===== config.mk =====
export PLATFORM = sky130hd
export DESIGN_NAME = control_unit
export DESIGN_NICKNAME = d
export VERILOG_FILES = /design/src/cu_pkg.sv /design/src/cu_if.sv /design/src/control_unit.sv /design/src/redirect_ctrl.sv /design/src/ctrl_pipe.sv /design/src/instr_decoder.sv
export VERILOG_INCLUDE_DIRS = /design/src
export SDC_FILE = /design/constraint.sdc
export NUM_CORES = 1
export LEC_CHECK = 0
export BUFFER_PORTS_ARGS = -buffer_cell sky130_fd_sc_hd__buf_2
export CAP_MARGIN = 30
export CORE_MARGIN = 5
export CORE_UTILIZATION = 49
export DETAILED_ROUTE_END_ITERATION = 6
export PLACE_DENSITY = 0.81
export REMOVE_ABC_BUFFERS = 1
export SLEW_MARGIN = 20
export SYNTH_ARGS = -nofsm -noshare
export SYNTH_HDL_FRONTEND = slang
export SYNTH_SLANG_ARGS = --single-unit

===== constraint.sdc =====
create_clock -name clk -period 6.1 [get_ports clk]
set_input_delay 1.525 -clock clk [delete_from_list [all_inputs] [get_ports clk]]
set_output_delay 1.525 -clock clk [all_outputs]
set_load 0.05 [all_outputs]

===== src/cu_config.svh =====
////////////////////////////////////////////////////////////////////////////
// Widths and CSR addresses for the instruction-decode control unit.
// Include in any file that needs an instruction, mask or CSR constant.
////////////////////////////////////////////////////////////////////////////

`ifndef CU_CONFIG_SVH
`define CU_CONFIG_SVH

// Instruction word
`define CU_XLEN 32

// CSR address space
`define CU_CSR_ADDR_W 12
`define CU_CSR_MTVEC 12'h305
`define CU_CSR_MEPC 12'h341

// Load/store byte enables
`define CU_MASK_W 4

`endif

===== src/cu_pkg.sv =====
////////////////////////////////////////////////////////////////////////////
// Types shared by the control unit: RV32I major opcodes, ALU operations,
// datapath selects and the CSR command encodings.
////////////////////////////////////////////////////////////////////////////

`include "cu_config.svh"

package cu_pkg;

    typedef logic [`CU_CSR_ADDR_W-1:0] csr_addr_t;

    typedef enum logic [6:0] {
        OPC_R      = 7'b0110011,
        OPC_I      = 7'b0010011,
        OPC_LOAD   = 7'b0000011,
        OPC_STORE  = 7'b0100011,
        OPC_BRANCH = 7'b1100011,
        OPC_JAL    = 7'b1101111,
        OPC_JALR   = 7'b1100111,
        OPC_LUI    = 7'b0110111,
        OPC_AUIPC  = 7'b0010111,
        OPC_SYSTEM = 7'b1110011
    } rv_opcode_e;

    typedef enum logic [3:0] {
        ALU_ADD,
        ALU_SUB,
        ALU_SLL,
        ALU_SLT,
        ALU_SLTU,
        ALU_XOR,
        ALU_SRL,
        ALU_SRA,
        ALU_OR,
        ALU_AND,
        ALU_EQ,      // Branch compares
        ALU_NE,
        ALU_LT,
        ALU_GE,
        ALU_LTU,
        ALU_GEU
    } alu_op_e;

    typedef enum logic [1:0] {
        A_RS1,
        A_PC,
        A_ZERO
    } alu_a_sel_e;

    typedef enum logic [1:0] {
        WB_ALU,
        WB_MEM,
        WB_PC4,
        WB_CSR
    } wb_sel_e;

    // Same values as funct3 of the CSR instructions
    typedef enum logic [2:0] {
        CSR_NONE = 3'd0,
        CSR_RW   = 3'd1,
        CSR_RS   = 3'd2,
        CSR_RC   = 3'd3,
        CSR_RWI  = 3'd5,
        CSR_RSI  = 3'd6,
        CSR_RCI  = 3'd7
    } csr_op_e;

    typedef enum logic [1:0] {
        CSR_SRC_REG,
        CSR_SRC_ZIMM,
        CSR_SRC_TRAP
    } csr_src_e;

endpackage


===== src/cu_if.sv =====
////////////////////////////////////////////////////////////////////////////
// Internal bundles of the control unit. csr_cmd_if moves the decoded CSR
// command into the pipe, flow_if carries the EX control-flow flags.
////////////////////////////////////////////////////////////////////////////

`timescale 1ns/1ps

interface csr_cmd_if;
    import cu_pkg::*;

    logic      r_en;
    logic      w_en;
    csr_op_e   op;
    csr_addr_t addr;
    csr_src_e  src;

    modport dec (output r_en, w_en, op, addr, src);
    modport pipe (input r_en, w_en, op, addr, src);
endinterface

interface flow_if;
    logic branch;
    logic jump;
    logic ecall;
    logic ebreak;
    logic mret;

    modport src (output branch, jump, ecall, ebreak, mret);
    modport dst (input branch, jump, ecall, ebreak, mret);
endinterface


===== src/control_unit.sv =====
////////////////////////////////////////////////////////////////////////////
// Control unit top of the three-stage RV32I core. Decodes in IF, carries
// flags and the CSR command to EX and drives the flush. Plain ports only.
////////////////////////////////////////////////////////////////////////////

`timescale 1ns/1ps
`include "cu_config.svh"

module control_unit (
    input  logic                  clk,
    input  logic                  rst_n,
    output logic                  fetch,
    input  logic [`CU_XLEN-1:0]   instr,
    input  logic                  is_misaligned,
    input  logic                  branch_true,
    output logic                  alu_imm,
    output cu_pkg::alu_a_sel_e    alu_a_sel,
    output cu_pkg::alu_op_e       alu_op,
    output cu_pkg::wb_sel_e       wb_sel,
    output logic                  rf_w_en,
    output logic                  st_en,
    output logic [`CU_MASK_W-1:0] ldst_mask,
    output logic                  ldst_unsigned,
    output logic                  branch,
    output logic                  jump,
    output logic                  ecall,
    output logic                  ebreak,
    output logic                  mret,
    output logic                  csr_r_en,
    output logic                  csr_w_en,
    output cu_pkg::csr_op_e       csr_op,
    output cu_pkg::csr_addr_t     csr_addr,
    output cu_pkg::csr_src_e      csr_src,
    output logic                  make_nop
);
    import cu_pkg::*;

    logic      csr_r_en_ex;
    logic      csr_w_en_ex;
    csr_op_e   csr_op_ex;
    csr_addr_t csr_addr_ex;
    csr_src_e  csr_src_ex;

    csr_cmd_if csr_if_i ();
    flow_if    flow_ex_i ();

    assign fetch = rst_n;

    instr_decoder decoder_i (
        .instr         (instr),
        .alu_imm       (alu_imm),
        .alu_a_sel     (alu_a_sel),
        .alu_op        (alu_op),
        .wb_sel        (wb_sel),
        .rf_w_en       (rf_w_en),
        .st_en         (st_en),
        .ldst_mask     (ldst_mask),
        .ldst_unsigned (ldst_unsigned),
        .branch        (branch),
        .jump          (jump),
        .ecall         (ecall),
        .ebreak        (ebreak),
        .mret          (mret),
        .csr           (csr_if_i.dec)
    );

    ctrl_pipe pipe_i (
        .clk         (clk),
        .rst_n       (rst_n),
        .branch      (branch),
        .jump        (jump),
        .ecall       (ecall),
        .ebreak      (ebreak),
        .mret        (mret),
        .csr_in      (csr_if_i.pipe),
        .flow_ex     (flow_ex_i.src),
        .csr_r_en_ex (csr_r_en_ex),
        .csr_w_en_ex (csr_w_en_ex),
        .csr_op_ex   (csr_op_ex),
        .csr_addr_ex (csr_addr_ex),
        .csr_src_ex  (csr_src_ex)
    );

    redirect_ctrl redirect_i (
        .clk           (clk),
        .rst_n         (rst_n),
        .branch_true   (branch_true),
        .is_misaligned (is_misaligned),
        .csr_r_en_ex   (csr_r_en_ex),
        .csr_w_en_ex   (csr_w_en_ex),
        .csr_op_ex     (csr_op_ex),
        .csr_addr_ex   (csr_addr_ex),
        .csr_src_ex    (csr_src_ex),
        .flow_ex       (flow_ex_i.dst),
        .make_nop      (make_nop),
        .csr_r_en      (csr_r_en),
        .csr_w_en      (csr_w_en),
        .csr_op        (csr_op),
        .csr_addr      (csr_addr),
        .csr_src       (csr_src)
    );

endmodule


===== src/redirect_ctrl.sv =====
////////////////////////////////////////////////////////////////////////////
// Pipeline flush on taken branches, jumps, traps and misaligned accesses.
// Drives make_nop for two cycles and swaps in the mtvec trap read.
////////////////////////////////////////////////////////////////////////////

`timescale 1ns/1ps
`include "cu_config.svh"

module redirect_ctrl (
    input  logic               clk,
    input  logic               rst_n,
    input  logic               branch_true,
    input  logic               is_misaligned,
    input  logic               csr_r_en_ex,
    input  logic               csr_w_en_ex,
    input  cu_pkg::csr_op_e    csr_op_ex,
    input  cu_pkg::csr_addr_t  csr_addr_ex,
    input  cu_pkg::csr_src_e   csr_src_ex,
    flow_if.dst                flow_ex,
    output logic               make_nop,
    output logic               csr_r_en,
    output logic               csr_w_en,
    output cu_pkg::csr_op_e    csr_op,
    output cu_pkg::csr_addr_t  csr_addr,
    output cu_pkg::csr_src_e   csr_src
);
    import cu_pkg::*;

    logic nop_if;    // Kill of the instruction now in IF
    logic nop_id;
    logic nop_ex;
    logic trap;

    // Ignored while the flush is still draining
    assign nop_if = ((flow_ex.branch && branch_true) || flow_ex.jump || flow_ex.ecall
                     || flow_ex.ebreak || flow_ex.mret || is_misaligned) && !nop_ex;

    always_ff @(posedge clk or negedge rst_n)
    begin
        if (!rst_n)
        begin
            nop_id <= 1'b0;
            nop_ex <= 1'b0;
        end
        else
        begin
            nop_id <= nop_if;
            nop_ex <= nop_if || nop_id;    // Bubble from ID keeps it high a 2nd cycle
        end
    end

    assign make_nop = nop_ex;

    // Misaligned access: read mtvec for the trap target
    assign trap     = is_misaligned && !nop_ex;
    assign csr_r_en = trap ? 1'b1 : csr_r_en_ex;
    assign csr_w_en = trap ? 1'b0 : csr_w_en_ex;
    assign csr_op   = trap ? CSR_NONE : csr_op_ex;
    assign csr_addr = trap ? `CU_CSR_MTVEC : csr_addr_ex;
    assign csr_src  = trap ? CSR_SRC_TRAP : csr_src_ex;

    a_flush_two_cycles: assert property (@(posedge clk) disable iff (!rst_n)
        $rose(make_nop) |=> make_nop ##1 !make_nop);

endmodule


===== src/ctrl_pipe.sv =====
////////////////////////////////////////////////////////////////////////////
// IF -> ID -> EX registers for the control-flow flags and the CSR command.
// Values reach EX two clock edges after the instruction is decoded.
////////////////////////////////////////////////////////////////////////////

`timescale 1ns/1ps

module ctrl_pipe (
    input  logic               clk,
    input  logic               rst_n,
    input  logic               branch,
    input  logic               jump,
    input  logic               ecall,
    input  logic               ebreak,
    input  logic               mret,
    csr_cmd_if.pipe            csr_in,
    flow_if.src                flow_ex,
    output logic               csr_r_en_ex,
    output logic               csr_w_en_ex,
    output cu_pkg::csr_op_e    csr_op_ex,
    output cu_pkg::csr_addr_t  csr_addr_ex,
    output cu_pkg::csr_src_e   csr_src_ex
);
    import cu_pkg::*;

    typedef struct packed {
        logic    branch;
        logic    jump;
        logic    ecall;
        logic    ebreak;
        logic    mret;
        logic    r_en;
        logic    w_en;
        csr_op_e op;
    } ctrl_t;

    ctrl_t     ctrl_if;
    ctrl_t     ctrl_id;
    ctrl_t     ctrl_ex;
    csr_addr_t addr_id;
    csr_addr_t addr_ex;
    csr_src_e  src_id;
    csr_src_e  src_ex;

    assign ctrl_if = '{branch, jump, ecall, ebreak, mret, csr_in.r_en, csr_in.w_en, csr_in.op};

    always_ff @(posedge clk or negedge rst_n)
    begin
        if (!rst_n)
        begin
            ctrl_id <= '0;
            ctrl_ex <= '0;
            addr_id <= '0;
            addr_ex <= '0;
            src_id  <= CSR_SRC_REG;
            src_ex  <= CSR_SRC_REG;
        end
        else
        begin
            ctrl_id <= ctrl_if;
            ctrl_ex <= ctrl_id;
            addr_id <= csr_in.addr;
            addr_ex <= addr_id;
            src_id  <= csr_in.src;
            src_ex  <= src_id;
        end
    end

    assign flow_ex.branch = ctrl_ex.branch;
    assign flow_ex.jump   = ctrl_ex.jump;
    assign flow_ex.ecall  = ctrl_ex.ecall;
    assign flow_ex.ebreak = ctrl_ex.ebreak;
    assign flow_ex.mret   = ctrl_ex.mret;

    assign csr_r_en_ex = ctrl_ex.r_en;
    assign csr_w_en_ex = ctrl_ex.w_en;
    assign csr_op_ex   = ctrl_ex.op;
    assign csr_addr_ex = addr_ex;
    assign csr_src_ex  = src_ex;

    // A CSR write reaching EX must carry a real operation
    a_wen_has_op: assert property (@(posedge clk) disable iff (!rst_n)
        csr_w_en_ex |-> (csr_op_ex != CSR_NONE));

endmodule


===== src/instr_decoder.sv =====
////////////////////////////////////////////////////////////////////////////
// Combinational RV32I decode. Turns one instruction word into datapath
// selects, IF-stage flags and the CSR command for the pipe.
////////////////////////////////////////////////////////////////////////////

`timescale 1ns/1ps
`include "cu_config.svh"

module instr_decoder (
    input  logic [`CU_XLEN-1:0]   instr,
    output logic                  alu_imm,
    output cu_pkg::alu_a_sel_e    alu_a_sel,
    output cu_pkg::alu_op_e       alu_op,
    output cu_pkg::wb_sel_e       wb_sel,
    output logic                  rf_w_en,
    output logic                  st_en,
    output logic [`CU_MASK_W-1:0] ldst_mask,
    output logic                  ldst_unsigned,
    output logic                  branch,
    output logic                  jump,
    output logic                  ecall,
    output logic                  ebreak,
    output logic                  mret,
    csr_cmd_if.dec                csr
);
    import cu_pkg::*;

    rv_opcode_e opcode;
    logic [2:0] funct3;
    logic       rd_zero;
    logic       rs1_zero;

    assign opcode   = rv_opcode_e'(instr[6:0]);
    assign funct3   = instr[14:12];
    assign rd_zero  = (instr[11:7] == 5'd0);
    assign rs1_zero = (instr[19:15] == 5'd0);

    // Register and immediate ALU ops share funct3; SUB only exists for R-type
    function automatic alu_op_e arith_op(input logic [2:0] f3, input logic alt,
                                         input logic is_reg);
        case (f3)
            3'b000:  return (alt && is_reg) ? ALU_SUB : ALU_ADD;
            3'b001:  return ALU_SLL;
            3'b010:  return ALU_SLT;
            3'b011:  return ALU_SLTU;
            3'b100:  return ALU_XOR;
            3'b101:  return alt ? ALU_SRA : ALU_SRL;
            3'b110:  return ALU_OR;
            default: return ALU_AND;
        endcase
    endfunction

    function automatic logic [`CU_MASK_W-1:0] size_mask(input logic [1:0] size);
        case (size)
            2'b00:   return 4'b0001;
            2'b01:   return 4'b0011;
            default: return 4'b1111;
        endcase
    endfunction

    always_comb
    begin
        alu_imm       = 1'b1;
        alu_a_sel     = A_RS1;
        alu_op        = ALU_ADD;
        wb_sel        = WB_ALU;
        rf_w_en       = 1'b0;
        st_en         = 1'b0;
        ldst_mask     = '0;
        ldst_unsigned = 1'b0;
        branch        = 1'b0;
        jump          = 1'b0;
        ecall         = 1'b0;
        ebreak        = 1'b0;
        mret          = 1'b0;
        csr.r_en      = 1'b0;
        csr.w_en      = 1'b0;
        csr.op        = CSR_NONE;
        csr.addr      = '0;
        csr.src       = CSR_SRC_REG;

        case (opcode)
            OPC_R:
            begin
                alu_imm = 1'b0;
                alu_op  = arith_op(funct3, instr[30], 1'b1);
                rf_w_en = 1'b1;
            end
            OPC_I:
            begin
                alu_op  = arith_op(funct3, instr[30], 1'b0);
                rf_w_en = 1'b1;
            end
            OPC_LOAD:
            begin
                if (funct3 inside {3'b000, 3'b001, 3'b010, 3'b100, 3'b101})
                begin
                    rf_w_en       = 1'b1;
                    wb_sel        = WB_MEM;
                    ldst_mask     = size_mask(funct3[1:0]);
                    ldst_unsigned = funct3[2];    // LBU, LHU
                end
            end
            OPC_STORE:
            begin
                if (funct3 inside {3'b000, 3'b001, 3'b010})
                begin
                    st_en     = 1'b1;
                    ldst_mask = size_mask(funct3[1:0]);
                end
            end
            OPC_BRANCH:
            begin
                if (funct3[2:1] != 2'b01)
                begin
                    alu_a_sel = A_PC;
                    branch    = 1'b1;
                    case (funct3)
                        3'b000:  alu_op = ALU_EQ;
                        3'b001:  alu_op = ALU_NE;
                        3'b100:  alu_op = ALU_LT;
                        3'b101:  alu_op = ALU_GE;
                        3'b110:  alu_op = ALU_LTU;
                        default: alu_op = ALU_GEU;
                    endcase
                end
            end
            OPC_JAL:
            begin
                alu_a_sel = A_PC;
                jump      = 1'b1;
                rf_w_en   = 1'b1;
                wb_sel    = WB_PC4;
            end
            OPC_JALR:
            begin
                jump    = 1'b1;
                rf_w_en = 1'b1;
                wb_sel  = WB_PC4;
            end
            OPC_LUI:
            begin
                alu_a_sel = A_ZERO;
                rf_w_en   = 1'b1;
            end
            OPC_AUIPC:
            begin
                alu_a_sel = A_PC;
                rf_w_en   = 1'b1;
            end
            OPC_SYSTEM:
            begin
                if (funct3 == 3'b000)
                begin
                    // Trap entry and return fetch their target from a CSR
                    case (instr[31:20])
                        12'h000:
                        begin
                            ecall    = 1'b1;
                            csr.r_en = 1'b1;
                            csr.addr = `CU_CSR_MTVEC;
                        end
                        12'h001:
                        begin
                            ebreak   = 1'b1;
                            csr.r_en = 1'b1;
                            csr.addr = `CU_CSR_MTVEC;
                        end
                        12'h302:
                        begin
                            mret     = 1'b1;
                            csr.r_en = 1'b1;
                            csr.addr = `CU_CSR_MEPC;
                        end
                        default: ;
                    endcase
                end
                else if (funct3 != 3'b100)
                begin
                    wb_sel   = WB_CSR;
                    csr.op   = csr_op_e'(funct3);
                    csr.addr = instr[31:20];
                    csr.src  = funct3[2] ? CSR_SRC_ZIMM : CSR_SRC_REG;
                    if (funct3[1:0] == 2'b01)    // CSRRW(I): no read side effect for rd 0
                    begin
                        rf_w_en  = !rd_zero;
                        csr.r_en = !rd_zero;
                        csr.w_en = 1'b1;
                    end
                    else                         // Set/clear with rs1 0 only reads
                    begin
                        rf_w_en  = 1'b1;
                        csr.r_en = 1'b1;
                        csr.w_en = !rs1_zero;
                    end
                end
            end
            default: ;    // FENCE and unknown opcodes decode as no-op
        endcase

        assert ($onehot0({branch, jump, ecall, ebreak, mret}))
        else $error("decoder raised more than one control-flow flag");
    end

endmodule


==> metrics.md <==
| Metric | Value |
|---|---|
| Total Routed Length | `between 3000 and 4000 um` |
| Hold slack | `about 0.35 ns` |
| Multi-input logic area | `slightly below 700 um^2` |
| Layout fillers | `a little over 300` |
| Worst Setup End Kind | `output port` |
| Main area contributors after synthesis | `dfrtp_1 (60%), and2_1 (7.5%), nand2_1 (3.3%)` |
| Die span in y | `just over 70 um` |
| Max-slew violation count | `0` |
| Final min period | `4.68 ns` |
| Number of diodes | `0` |
| Number of port buffers | `77` |
| Post-Syn Instances | `roughly 170` |
| Drt first pass iters | `4` |
| Internal power | `0.000420 W` |
| Max-Cap Viols | `0` |
| Htree depth | `2` |
| Final HPWL DP | `just over 3000 um` |
| Final setup viols | `0` |
| Leading area contributor after synthesis | `dfrtp_1` |
| # rows | `22` |
| Switching power | `0.000140 W` |
| Worst hold path type | `register to register` |
| Final TNS setup | `0 ns` |
| CTS tree | `done` |
| Via count | `1,488` |
| Clock insertion delay at the later pin of the skew report | `0.28 ns` |
| Syn Area/Cell | `11.1 um^2` |
| Combinational group share of total power | `0.133` |
| Core area | `between 0.003 and 0.004 mm^2` |
| Reg power frac | `0.550` |
| Flops & latches, synth | `46` |
| YS warnings | `0` |
| RSZ-0062 raised after global routing | `no` |
| Vias in the first global route | `roughly 1,500` |
| Startpoint Class | `input pin` |
| Synth async-reset ratio | `1.00` |
| Routed wire per std cell | `13.3 um` |
| Post CTS Setup Buffer Count | `0` |
| Total track usage | `0.163` |
| Iter 0 DRT Violations | `slightly above 90` |
| First-pass GRT wire length | `roughly 6600 um` |
| F_max | `about 210 MHz` |
| Post-synth EDFFs | `0` |
| Total congestion overflow | `0` |
| Drc violations | `0` |
| Clock Pin Slew Worst Setup and Hold Paths | `~0.070 ns` |
| GPL Wtd Cong | `0.787` |
| Data arrival, critical path | `3.15 ns` |
| Sequential cell area | `0.00115 mm^2` |
| Crit Path Class | `input pin to output port` |
| Initial antenna violation count | `0` |
| Synth cell types | `37` |
| Hold buffer count at CTS | `0` |
| Syn Std Cell Area | `roughly 0.0019 mm^2` |
| Worst EP required | `4.58 ns` |
| Seq/Total Area, Yosys | `0.601` |
| Root Driver | `clkbuf_8` |
| Tcrit/Tclk final | `0.766` |
| Worst slew pin tran | `about 0.6 ns` |
| Max Fanout on Critical Path | `5` |
| Sw frac | `0.250` |
| Fin. Hold Viols | `0` |
| Synth top area share | `0.601` |
| Pwr dens | `~230 mW/mm^2` |
| Cts repair resizes | `0` |
| Area grow syn2layout | `24.9%` |
| TritonCTS Buffers | `5` |
| Die area | `~0.0053 mm^2` |
| Ys flop type | `dfrtp_1` |
| Clock power frac | `0.317` |
| P_leak | `approximately 1.4 nW` |
| Nets | `about 280` |
| Max Buffers Root-to-Sink | `2` |
| Max_slew headroom | `0.605` |
| Die Wd | `a little over 70 um` |
| Layout cells sized above 1 | `0.382` |
| Via/cell ratio | `around 5` |
| Max VDD drop | `approximately 0.000087 V` |
| Status | `finished, final reports clean` |
| Starting density of the core | `0.516` |
| Pin count of the biggest net entering global routing | `48` |
| Clock skew | `between 0.003 and 0.004 ns` |
| Total clock sinks | `46` |
| IO Count | `slightly below 80` |
| Antenna Nets Post-Route | `0` |
[path summary, 6_finish.rpt]
check	slack (ns)	cells past startpoint	from	endpoint
worst max-delay path	1.42	6	instr[22]	ecall
worst min-delay path	0.35	0	pipe_i.addr_id[7]	pipe_i.csr_addr_ex[7]
worst max register to register	4.96	3	pipe_i.flow_ex.jump	redirect_i.make_nop
worst min register to register	0.35	0	pipe_i.addr_id[7]	pipe_i.csr_addr_ex[7]
max in group asynchronous	4.43	2	rst_n	pipe_i.csr_op_ex[1]
min in group asynchronous	1.31	2	rst_n	pipe_i.csr_addr_ex[7]
[Yosys cell counts, drive strengths merged, types with 2 or more instances]
library cell / n
and3: 2
nor3: 11
nor4: 2
inv: 4
nand4b: 2
dfrtp: 46
or2: 3
o21ai: 5
nor2b: 2
a21oi: 5
and2: 23
buf: 6
a21o: 4
clkbuf: 4
nand4bb: 2
or4: 2
nand3: 4
nand2: 17
nand2b: 8
nor2: 10
[flip-flops by register name, indices dropped and copies added (netlist names), 2 cells and up]
| signal | cells |
|---|---|
| pipe_i.csr_addr_ex | 12 |
| pipe_i.ctrl_id | 10 |
| pipe_i.addr_id | 12 |
| pipe_i.csr_op_ex | 2 |
[critical path, cell delays in order]
cell and delay, ns:
buf_2 0.10, or4_1 0.54, nor3_2 0.31, nand3_1 0.21
nor2_1 0.17, buf_2 0.29
[logic make-up after synthesis]
| group | synth area share |
|---|---|
| AO/OA/AOI/OAI | 0.0685 |
| buffers and inverters | 0.0470 |
| flip-flops | 0.601 |
| AND/OR/NAND/NOR | 0.284 |
[layer usage]
metal  up-vias  routed length [um]  track usage
met5         -                   0            0
met4         0                  34       0.0574
met3         5                 417       0.0499
met2        82                1920        0.276
met1       675                1590        0.195
li1        726                   -            -
[metrics by stage]
step	std cells	util	worst slack [ns]	total power (W)	area (um^2)
2_1_floorplan	162	-	0.367	0.000354	1840
3_3_place_gp	289	0.620	1.49	0.000388	2300
3_5_place_dp	289	0.620	1.42	0.000389	2300
4_1_cts	297	0.644	1.42	0.000570	2390
5_1_grt	297	0.644	1.30	0.000587	2390
6_report	297	0.644	1.42	0.000560	2390
[layout by cell type, fill, tap and decap left out, drive strengths merged, types with 3 or more instances in the layout]
cell	count
nand3	4
and2	23
a21o	4
inv	4
a21oi	5
dfrtp	46
nand2	17
clkbuf	7
o21ai	5
or2	3
nand2b	8
buf	79
nor2	10
nor3	11
[power by group through the flow]
| stage | Clock (W) | Sequential, W | Combinational, W |
|---|---|---|---|
| finish | 0.000178 | 0.000308 | 0.0000743 |
| global route | 0.000197 | 0.000309 | 0.0000814 |
| CTS | 0.000187 | 0.000308 | 0.0000752 |
| detailed placement | 0 | 0.000314 | 0.0000751 |
| global placement | 0 | 0.000314 | 0.0000742 |
| floorplan | 0 | 0.000318 | 0.0000363 |
[cell type report]
cell class,instances,area share
well taps,48,0.0251
inverters,4,0.00627
clock buffers,7,0.0361
repair buffers,79,0.167
clock inverters,1,0.00209
flip-flops and latches,46,0.481
multi-input cells,112,0.282
Note: power is estimated with default switching activity, not from simulation.
